<file path="src/include/cpu_config.svh">
`ifndef CPU_CONFIG_SVH
`define CPU_CONFIG_SVH

// datapath word width
`define CPU_DATA_WIDTH 32

// memory depths in words
`define CPU_IMEM_WORDS 64
`define CPU_DMEM_WORDS 64

// word index widths derived from the depths
`define CPU_IMEM_INDEX_WIDTH $clog2(`CPU_IMEM_WORDS)
`define CPU_DMEM_INDEX_WIDTH $clog2(`CPU_DMEM_WORDS)

// register file index width
`define CPU_REG_INDEX_WIDTH 5

`endif
</file>
<file path="src/rtl/CpuPkg.sv">
`default_nettype none

package CpuPkg;

    // primary opcode field, instruction[31:26]
    typedef enum logic [5:0] {
        RTYPE = 6'h00,
        J     = 6'h02,
        BEQ   = 6'h04,
        BNE   = 6'h05,
        ADDI  = 6'h08,
        LW    = 6'h23,
        SW    = 6'h2b
    } opcodeE;

    // r-type function field, instruction[5:0]
    typedef enum logic [5:0] {
        JR  = 6'h08,
        ADD = 6'h20,
        SUB = 6'h22,
        AND = 6'h24,
        OR  = 6'h25,
        SLT = 6'h2a
    } functE;

    typedef enum logic [2:0] {
        ALU_ADD = 3'd0,
        ALU_SUB = 3'd1,
        ALU_AND = 3'd2,
        ALU_OR  = 3'd3,
        ALU_SLT = 3'd4
    } aluOpE;

    // decoded control for one instruction
    typedef struct packed {
        logic  regDst;
        logic  aluSrc;
        logic  memRead;
        logic  memWrite;
        logic  memtoReg;
        logic  regWrite;
        logic  branch;
        logic  branchNe;
        logic  jump;
        logic  jumpRegister;
        aluOpE aluOp;
    } ctrlSignalsT;

endpackage

`default_nettype wire

</file>
<file path="src/rtl/Alu.sv">
`default_nettype none

`include "cpu_config.svh"

module Alu import CpuPkg::*; (
    input  aluOpE                      aluOp,
    input  logic [`CPU_DATA_WIDTH-1:0] leftOperand,
    input  logic [`CPU_DATA_WIDTH-1:0] rightOperand,
    output logic [`CPU_DATA_WIDTH-1:0] aluResult,
    output logic                       zero
);

    logic signed [`CPU_DATA_WIDTH-1:0] leftSigned;
    logic signed [`CPU_DATA_WIDTH-1:0] rightSigned;

    assign leftSigned  = leftOperand;
    assign rightSigned = rightOperand;

    always_comb begin
        case (aluOp)
            ALU_ADD: aluResult = leftSigned + rightSigned;
            ALU_SUB: aluResult = leftSigned - rightSigned;
            ALU_AND: aluResult = leftOperand & rightOperand;
            ALU_OR:  aluResult = leftOperand | rightOperand;
            // signed compare, result is 0 or 1
            ALU_SLT: begin
                aluResult = '0;
                aluResult[0] = leftSigned < rightSigned;
            end
            default: aluResult = '0;
        endcase
    end

    // beq and bne look at this after a subtract
    assign zero = (aluResult == '0);

endmodule

`default_nettype wire

</file>
<file path="config.mk">
export PLATFORM = sky130hd
export DESIGN_NAME = Alu
export DESIGN_NICKNAME = d
export VERILOG_FILES = /design/src/rtl/CpuPkg.sv /design/src/rtl/Alu.sv
export VERILOG_INCLUDE_DIRS = /design/src /design/src/include
export SDC_FILE = /design/constraint.sdc
export NUM_CORES = 1
export LEC_CHECK = 0
export ABC_AREA = 1
export BUFFER_PORTS_ARGS = -buffer_cell sky130_fd_sc_hd__clkbuf_2
export CORE_MARGIN = 3
export CORE_UTILIZATION = 50
export DETAILED_ROUTE_END_ITERATION = 10
export GPL_TIMING_DRIVEN = 0
export PLACE_DENSITY = 0.67
export SLEW_MARGIN = 15
export SYNTH_ARGS = -nofsm -noshare
export SYNTH_HDL_FRONTEND = slang
export SYNTH_SLANG_ARGS = --single-unit
</file>
<file path="constraint.sdc">
create_clock -name vclk -period 2.6
set_input_delay 0 -clock vclk [all_inputs]
set_output_delay 0 -clock vclk [all_outputs]
set_load 0.02 [all_outputs]
</file>
# Word-level counts from Yosys, hierarchy flattened

Cells that the tools add are included.

Multiplexer cells: 1
Equal/unequal tests: 4
$lt $le $gt $ge: 1
Reduce and logical (&&, ||, !) cells: 2
Bitwise operators: 2
Add/subtract/negate cells: 2

Operators with widths:

| cell                 | number |
|---|---|
| $pmux W32 S5         | 1 |
| $add A32 B32 Y32     | 1 |
| $and A32 B32 Y32     | 1 |
| $logic_not A32 Y1    | 1 |
| $lt A32 B32 Y1       | 1 |
| $or A32 B32 Y32      | 1 |
| $sub A32 B32 Y32     | 1 |
| $eq A3 B2 Y1 const B | 2 |
| $eq A3 B1 Y1 const B | 1 |
| $eq A3 B3 Y1 const B | 1 |
| $logic_not A3 Y1     | 1 |

Register bits: 0
Output and inout port bits: 33
Logic and storage cells: 12

# Logic depth before layout (Yosys ltp)

Gate-level depths: netlist (run 1).

Depth after elaboration: 3
Gate-level depth with buffers: 22
Gate-level depth less buffers: 21

# Least setup slack after synthesis (run 1)

No wires, ideal clock.

Kind: input to output
Start point: input leftOperand[0]
End point: output zero
Arrival: 2.084 ns
Path slack: 0.516 ns
Stages on the path: 16
Cells stage by stage: ha_1 fa_1 nand3_1 nand3_1 nand2_1 nand3_1 nand2_1 nand2_1 xor2_1 nand2_1 nand3_1 nor2_1 nand2_1 nor2_2 nand2_1 nor2_2

Word-level cells in the longest chain between the ends: 3
Elaborated cells between the ends (all ways): 7
Those cells by class: add/sub: 2; order compare: 1; mux: 1; bitwise: 2; reduce/logical: 1

Ends and longest elaborated chain:

| item                                                 | line                 | RTL |
|---|---|---|
| from (decl)                                          | Alu.sv:7             | `` input logic [`CPU_DATA_WIDTH-1:0] leftOperand, `` |
| $sub A32 B32 Y32 or $add A32 B32 Y32 (tied branches) | Alu.sv:22, Alu.sv:21 |  |
| $pmux W32 S5 (*)                                     | Alu.sv:20            | `case (aluOp)` |
| via aluResult[16]                                    | Alu.sv:9             | `` output logic [`CPU_DATA_WIDTH-1:0] aluResult, `` |
| $logic_not A32 Y1 (*)                                | Alu.sv:35            | `assign zero = (aluResult == '0);` |
| to (decl)                                            | Alu.sv:10            | `output logic zero` |

The timed path passes the listed nets; every way through them passes the cells marked *.

# Worst setup path in the final report (run 1)

Start point: input rightOperand[0]
End point: output zero

Word-level cells in the longest chain between the ends: 3
Elaborated cells between the ends (all ways): 7
Those cells by class: add/sub: 2; order compare: 1; mux: 1; bitwise: 2; reduce/logical: 1

Ends and longest elaborated chain:

| item                                           | line      | RTL |
|---|---|---|
| from (decl)                                    | Alu.sv:8  | `` input logic [`CPU_DATA_WIDTH-1:0] rightOperand, `` |
| $sub A32 B32 Y32, or another cell as far along | Alu.sv:22 | `ALU_SUB: aluResult = leftSigned - rightSigned;` |
| $pmux W32 S5 (*)                               | Alu.sv:20 |  |
| $logic_not A32 Y1 (*)                          | Alu.sv:35 |  |

Mark *: on every way between the ends. The rest lies on a longest branch, timed or not.

==> qor.txt, run 1 <==
Status = finished, final reports clean
Die width = 123 um
Final period utilization = 95.6%
Final hold vios = 0
Mean Syn Cell Area = 5.07 um2
CORE AREA = 13,300 um2
DR vias = 8,219
Register area = 0 um2
Initial antenna violation count = 0
Vias per inst = 5.06
Post-route ant nets = 0
Layout Area Growth over Synthesis = 13.4%
Leakage power = 5.07 nW
Final setup violation count = 0
Final Non-Filler Cells = 1,623
GPL Wtd Cong = 1.00
Die Ht = 123 um
Cts hold-fix bufs = 0
Mapped Cells = 1,345
Inst Count DP = 1,621
DR pass1 iterations = 5
Row count = 42
Worst vdd ir = 0.106 mV
Die area = 15,100 um2
First-pass GRT wire length = 36,800 um
Min Tclk post-route = 2.49 ns
Fillers = 1,499
Layout cell share with drive strength beyond 1 = 16.1%
Hold Crit Depth = 5
Final nets = 1,623
Post-synthesis sequential area ratio = 0%
Slew Limit Fails = 0
Final worst slack = 0.115 ns
Critical Path AT = 2.49 ns
Hpwl dp = 20,900 um
Synthesized area = 6820 um2
I/O Pins = 100
Initial Utilization = 51.3%
Syn_nets = 1,519
Max FO, Critical Path = 4
Vias in the first global route = 6,988
Cell variety after synth = 37
FMAX = 402 MHz
Warnings from Yosys = 0
Startpoint Class = primary input
Cell Pwr Density = 218 nW/um2
Endpoint class of the critical path = output pin
Routed length per instance = 15.1 um
Inserted Diodes = 0
Worst setup path class = primary input to output pin
Initial DRC Count = 831
# DRC = 0
Clk_buf instances = 0
Seq cells = 0
Largest cells by area after synthesis = nand2_1 (26%), ha_1 (19%), inv_1 (18%)
Port Buffers = 100
Max Cap Viol = 0
Post-synth top area share = 26.0%
Total power = 1.69 mW
Hold crit path type = primary input to output pin
Gr usage total = 31.5%
Actual slew at the worst max-slew pin = 0.973 ns
DP Worst Slack = -0.175 ns
Detailed-route wire length = 24,600 um
Synth area leader = nand2_1
Remaining global-route overflow = 0
Data required time of the critical path = 2.60 ns
Largest net degree at the start of global routing = 11
Rel. slew slack = 35.1%
## worst paths after layout
kind      endpoint  slack [ns]             from
max           zero        0.11  rightOperand[0]
min   aluResult[0]        0.47         aluOp[0]
## synth_stat cells
master / instances
nand4_1: 11
o21ai_0: 25
nor2_4: 4
o22ai_1: 22
inv_2: 7
o21bai_1: 4
nand2_2: 9
nand3_2: 16
o2111ai_1: 6
or2_2: 1
clkinv_1: 4
a21oi_2: 2
nand2_1: 473
inv_1: 327
xor2_1: 3
buf_4: 5
a221oi_1: 2
ha_1: 105
clkbuf_8: 3
buf_6: 7
nor3_1: 7
nor3_2: 1
fa_1: 2
buf_2: 14
and2_4: 1
and3_1: 2
a21oi_1: 43
nand3b_1: 11
nor2_1: 93
a22o_1: 1
nand3_1: 104
nor2_2: 18
nor4_2: 1
nor4_4: 1
clkbuf_1: 4
nand2_4: 2
a31oi_1: 4
## cell type report
| class | count | area, um2 | share of cell area [%] |
|---|---|---|---|
| Timing Repair Buffer | 102 | 518 | 6.70 |
| Inverter | 338 | 1270 | 16.4 |
| Tap cell | 176 | 220 | 2.85 |
| Buffer | 33 | 250 | 3.24 |
| Multi-Input combinational cell | 974 | 5480 | 70.8 |
## routing by layer
layer,GRT usage [%],up-vias,wire length [um]
met5,0,-,0
met4,5.60,0,482
met3,4.65,28,2770
met2,47.2,364,9930
met1,47.9,3562,11400
li1,-,4265,-
## critical path, stage by stage
cell      delay, ns
clkbuf_2       0.11
ha_2           0.21
fa_2           0.39
nand3_2        0.10
nand3_4        0.12
nand2_1        0.09
nand2_1        0.10
nand2_2        0.13
nand2_2        0.14
nand2_1        0.11
nand3_1        0.09
nand3_2        0.09
nand3_2        0.09
nor2_1         0.13
nand2_2        0.10
nor2_4         0.17
nand2_1        0.09
nor2_2         0.08
buf_4          0.14
## cell usage in the layout, fill, tap and decap left out, types with 22 or more instances in the layout
master / instances
clkbuf_2: 99
nand3_1: 96
nand3_2: 22
inv_1: 324
o21ai_0: 23
nor2_1: 82
nand2_1: 466
a21oi_1: 40
ha_1: 102
nor2_2: 23
o22ai_1: 22
## cells by family (layout without fill, tap and decap cells)
logic type | Yosys count | after routing | synth area share [%]
AND/OR/NAND/NOR | 755 | 755 | 48.4
buffers and inverters | 371 | 473 | 22.2
AO/OA/AOI/OAI | 109 | 109 | 9.23
adder cells (fa/ha/maj) | 107 | 107 | 19.8
XOR/XNOR | 3 | 3 | 0.385
## timing repair
action / 4_1_cts / 5_1_grt
pin swaps: 0 / 4
endpoints found under the setup margin: 1 / 1
setup buffers: 0 / 2
gates resized for setup: 5 / 50
## through the flow
| stage | TNS, ns | utilization (%) | area, um2 | hold slack [ns] |
|---|---|---|---|---|
| after global placement | -0.122 | 56.7 | 7540 | 0.465 |
| final | 0 | 58.2 | 7730 | 0.470 |
| after detailed placement | -0.175 | 56.7 | 7540 | 0.461 |
| after CTS | 0 | 56.8 | 7560 | 0.468 |
| after global routing | -0.0137 | 58.2 | 7730 | 0.534 |
| after floorplan | 0 | - | 6820 | 0.214 |
## report_power, final
| group | total [mW] | internal (mW) | switching (mW) |
|---|---|---|---|
| combinational | 1.69 | 0.536 | 1.15 |
| clock | 0 | 0 | 0 |
| sequential | 0 | 0 | 0 |
| total | 1.69 | 0.536 | 1.15 |
Power figures use the tool's default switching activity.
==> inputs of run 2 (changes only) <==
Settings changed: CORE_ASPECT_RATIO set to 1.1.
==> run 2 against run 1 <==
Effect of this change: clock-buffer cell count did not move; maximum frequency up 1.4%; total power shrank 2.3%; wire length down 3.7%; via count is 0.90% higher; first-iteration DRC count is 35% lower; largest power group unchanged; core utilization shrank 0.11 points; largest cell class unchanged; worst hold slack got worse by 0.0042 ns.
==> qor.txt, run 2 (synthesis gave the netlist of run 1 again) <==
Status = finished, final reports clean
Min Tclk post-route = 2.45 ns
Slew Limit Fails = 0
Die width = 117 um
Final period utilization = 94.3%
Startpoint Class = primary input
Vias in the first global route = 7,383
DP Worst Slack = -0.0545 ns
# DRC = 0
Vias per inst = 5.08
Endpoint class of the critical path = output pin
Final nets = 1,624
Final design instance area without fill = 7700 um2
Most common cell after layout, fill and taps aside = nand2_1
Largest net degree at the start of global routing = 11
Data required time of the critical path = 2.60 ns
Initial antenna violation count = 0
Die area = 15,100 um2
Hpwl dp = 20,200 um
Inserted Diodes = 0
DR vias = 8,293
Post-route ant nets = 0
Remaining global-route overflow = 0
Max FO, Critical Path = 10
Fillers = 1,583
Area after DPL = 7550 um2
Max Cap Viol = 0
Actual slew at the worst max-slew pin = 0.907 ns
Gr usage total = 29.7%
Routed length per instance = 14.5 um
Hold Crit Depth = 5
Final setup violation count = 0
First-pass GRT wire length = 36,400 um
Worst setup path class = primary input to output pin
Layout cell share with drive strength beyond 1 = 16.0%
CORE AREA = 13,300 um2
Detailed-route wire length = 23,700 um
Leakage power = 5.05 nW
Crit. Startpoint = aluOp[2]
DR pass1 iterations = 6
Hold_sp = aluOp[0]
Clk_buf instances = 0
Worst vdd ir = 0.0932 mV
Cell Pwr Density = 214 nW/um2
Rel. slew slack = 39.5%
Total power = 1.65 mW
Core Util, Final = 58.1%
FMAX = 408 MHz
Layout Area Growth over Synthesis = 13.0%
GPL Wtd Cong = 1.01
Die Ht = 128 um
Initial Utilization = 51.4%
Seq cells = 0
I/O Pins = 100
Final worst slack = 0.149 ns
Cts hold-fix bufs = 0
Row count = 44
Most frequent cells in the layout = nand2_1 (460), inv_1 (326), ha_1 (102)
Final hold vios = 0
Hold Crit Endpoint = aluResult[0]
Port Buffers = 100
Hold crit path type = primary input to output pin
Initial DRC Count = 543
Register area = 0 um2
Critical Path AT = 2.45 ns
## run 2: cell count changes in the layout (fill, tap and decap cells not counted), moves of 3 or more
cell      previous run  this run
nor2_1              82        85
nand2_2             15        22
nand2_1            466       460
nor2_4              10         7
buf_2               11        14
clkbuf_4             3         0
nand3_2             22        19
nand3_1             96       100
## run 2: area by class of cell
class	count	area (um2)	share of cell area (%)
repair buffers	103	526	6.82
multi-input cells	974	5440	70.6
plain buffers	33	243	3.15
inverters	338	1270	16.5
well taps	184	230	2.99
## run 2: worst max-delay path by stage
stage	slack, ns	to
2_1_floorplan	0.52	zero
3_3_place_gp	-0.07	zero
3_5_place_dp	-0.05	zero
4_1_cts	0.00006	zero
5_1_grt	-0.001	zero
6_report	0.15	zero
## run 2: what timing repair did
action / 4_1_cts / 5_1_grt
setup buffers: 0 / 3
setup endpoints to repair: 1 / 1
pin swaps: 0 / 2
resized for setup: 2 / 42
## run 2: critical path, stage by stage
cell and delay, ns:
clkbuf_2 0.13, nor3_2 0.74, clkbuf_1 0.63, nand3_1 0.21, nand3b_1 0.19, nor2_1 0.06, nand2_1 0.12, nor2_2 0.07
nand2_2 0.10, nor2_2 0.04, buf_4 0.14
## run 2: metrics by stage
step | TNS (ns) | instances | hold slack [ns]
2_1_floorplan | 0 | 1345 | 0.214
3_3_place_gp | -0.0693 | 1629 | 0.461
3_5_place_dp | -0.0545 | 1629 | 0.468
4_1_cts | 0 | 1629 | 0.470
5_1_grt | -0.00137 | 1632 | 0.503
6_report | 0 | 1632 | 0.466
## run 2: per-layer routing
metal,vias to the layer above,GRT usage (%),share of wire (%)
li1,4275,-,-
met1,3658,35.1,40
met2,300,55.2,49
met3,60,1.93,6.6
met4,0,14.1,5.2
met5,-,0,0
## run 2: report_power, final
part	total, mW	leakage, nW	switching [mW]	internal, mW
combinational	1.65	5.05	1.12	0.529
clock	0	0	0	0
sequential	0	0	0	0
==> inputs of run 3 (changes only) <==
Settings changed: ABC_AREA 1 to unset, CAP_MARGIN set to 20, CORE_MARGIN 3 to unset, PLACE_DENSITY 0.67 to 0.69.
==> run 3 against run 2 <==
Effect of this change: the run now ends with negative setup slack left; wire length increased by 16%; final cell count decreased by 29%; worst hold slack improved by 0.14 ns; sequential cell count unchanged; critical path depth increased by 4; final area increased by 6.7%; area after synthesis decreased by 19%; die area decreased by 23%; global-route usage increased by 14 points; via count decreased by 3.5%; largest cell class unchanged.
==> qor.txt, run 3 <==
Gr usage total = 43.4%
Hold_sp = aluOp[0]
Seq cells = 0
Die area = 11,500 um2
Crit. Startpoint = leftOperand[0]
Status = finished, violations left
Crit-path most repeated cell = buf_8
Crit-path max cell delay = 0.51 ns
Slew Limit Fails = 0
Largest cells by area after synthesis = ha_1 (24%), inv_1 (6.3%), a21oi_1 (6.2%)
Endpoint class of the critical path = output pin
Final nets = 1,186
DR vias = 8,004
Clk_buf instances = 0
Initial Utilization = 51.2%
Synthesized area = 5560 um2
Remaining global-route overflow = 0
Synth area leader = ha_1
Port Buffers = 100
Most instantiated library cell after synthesis = ha_1
Final period utilization = 131%
Max FO, Critical Path = 6
Post-synthesis sequential area ratio = 0%
Slowest CP cell = or4_1
Crit path cell chain = buf_8, ha_4, fa_2, a211oi_4, buf_6, o21ai_4, a41o_4, or4_1, o211ai_1, xnor2_1, o21a_1, o2111a_1, nand4_1, and4bb_2, buf_8
Mean Syn Cell Area = 6.68 um2
Routed length per instance = 23.7 um
Family with the most delay on the worst path = compound AO/OA/AOI/OAI gates
Synth cell count leaders = ha_1 (105), inv_1 (93), nor2_1 (70)
RSZ-0062 raised after global routing = true
Hpwl dp = 18,400 um
Post-route ant nets = 0
Failing checks = negative setup slack
Startpoint Class = primary input
Syn_nets = 1,006
Most common cell after layout, fill and taps aside = ha_1
DP Worst Slack = -1.80 ns
Die width = 103 um
Final setup violation count = 13
DR pass1 iterations = 7
Warnings from Yosys = 0
Row count = 40
First-pass GRT wire length = 38,700 um
Register area = 0 um2
Rel. slew slack = 36.6%
Max Cap Viol = 0
# DRC = 0
GPL Wtd Cong = 0.956
Mapped Cells = 832
I/O Pins = 100
Initial DRC Count = 1,010
Actual slew at the worst max-slew pin = 0.947 ns
Final hold vios = 0
Detailed-route wire length = 27,500 um
Initial antenna violation count = 2
Layout cell share with drive strength beyond 1 = 37.8%
Hold_ws = 0.603 ns
Vias in the first global route = 7,407
Cts hold-fix bufs = 0
Most frequent cells in the layout = ha_1 (89), clkbuf_2 (86), buf_4 (75)
Vias per inst = 6.91
Critical Path AT = 3.41 ns
Cell variety after synth = 77
CORE AREA = 10,900 um2
Data required time of the critical path = 2.60 ns
Hold crit path type = primary input to output pin
Die Ht = 113 um
Largest net degree at the start of global routing = 11
Min Tclk post-route = 3.41 ns
Worst setup path class = primary input to output pin
CP bufs+invs = 3
Final worst slack = -0.807 ns
Post-synth top area share = 23.6%
FMAX = 294 MHz
Layout Area Growth over Synthesis = 48.0%
run 3: cell types whose count changed in the layout (fill, tap and decap cells not counted), moves of 14 or more:
cell | previous run | this run
inv_1 | 326 | 72
nor2_2 | 23 | 4
o211ai_1 | 0 | 18
nor3_1 | 7 | 22
nor2_1 | 85 | 62
nand3_2 | 19 | 1
nand3_1 | 100 | 14
ha_4 | 0 | 14
o22ai_1 | 22 | 5
a21o_1 | 0 | 14
a21oi_1 | 39 | 53
nand2_2 | 22 | 2
buf_4 | 9 | 75
nand2_1 | 460 | 54
run 3: worst paths after layout:
kind / endpoint / slack (ns) / cells past startpoint
min: aluResult[4] / 0.60 / 5
max: zero / -0.81 / 15
run 3: cell type report:
class | count | area (um2)
diodes | 1 | 2.50
well taps | 147 | 184
multi-input cells | 688 | 6020
plain buffers | 45 | 285
fillers | 792 | 2640
inverters | 96 | 390
repair buffers | 181 | 1350
run 3: stage by stage:
stage	std cells	TNS [ns]	cell area (um2)	utilization, %
finish	1158	-2.90	8220	75.7
global placement	1079	-11.68	6400	58.9
global route	1158	-3.67	8220	75.7
CTS	1130	-1.80	7540	69.5
floorplan	832	-0.119	5710	-
detailed placement	1079	-10.97	6400	58.9
run 3: timing repair:
item,4_1_cts,5_1_grt
buffers inserted,53,28
endpoints found under the setup margin,27,18
pin swaps,55,60
resized for setup,166,147
cloned,0,1
run 3: cell families (layout without fill, tap and decap cells):
group / after synthesis / count (layout) / synth area share [%]
multiplexers: 10 / 10 / 1.80
buffers and inverters: 144 / 322 / 9.95
AO/OA/AOI/OAI: 285 / 285 / 36.9
adder cells (fa/ha/maj): 107 / 107 / 24.4
XOR/XNOR: 14 / 14 / 2.21
AND/OR/NAND/NOR: 272 / 272 / 24.8
other: 0 / 1 / 0
run 3: metal layers:
layer	track usage, %	part of all wire [%]	wire length [um]	vias to the layer above
met4	30.3	8.9	2440	2
met3	7.47	9.7	2670	238
met5	0	0.047	13	-
met1	50.4	36	9870	3672
met2	71.2	45	12500	671
li1	-	-	-	3421
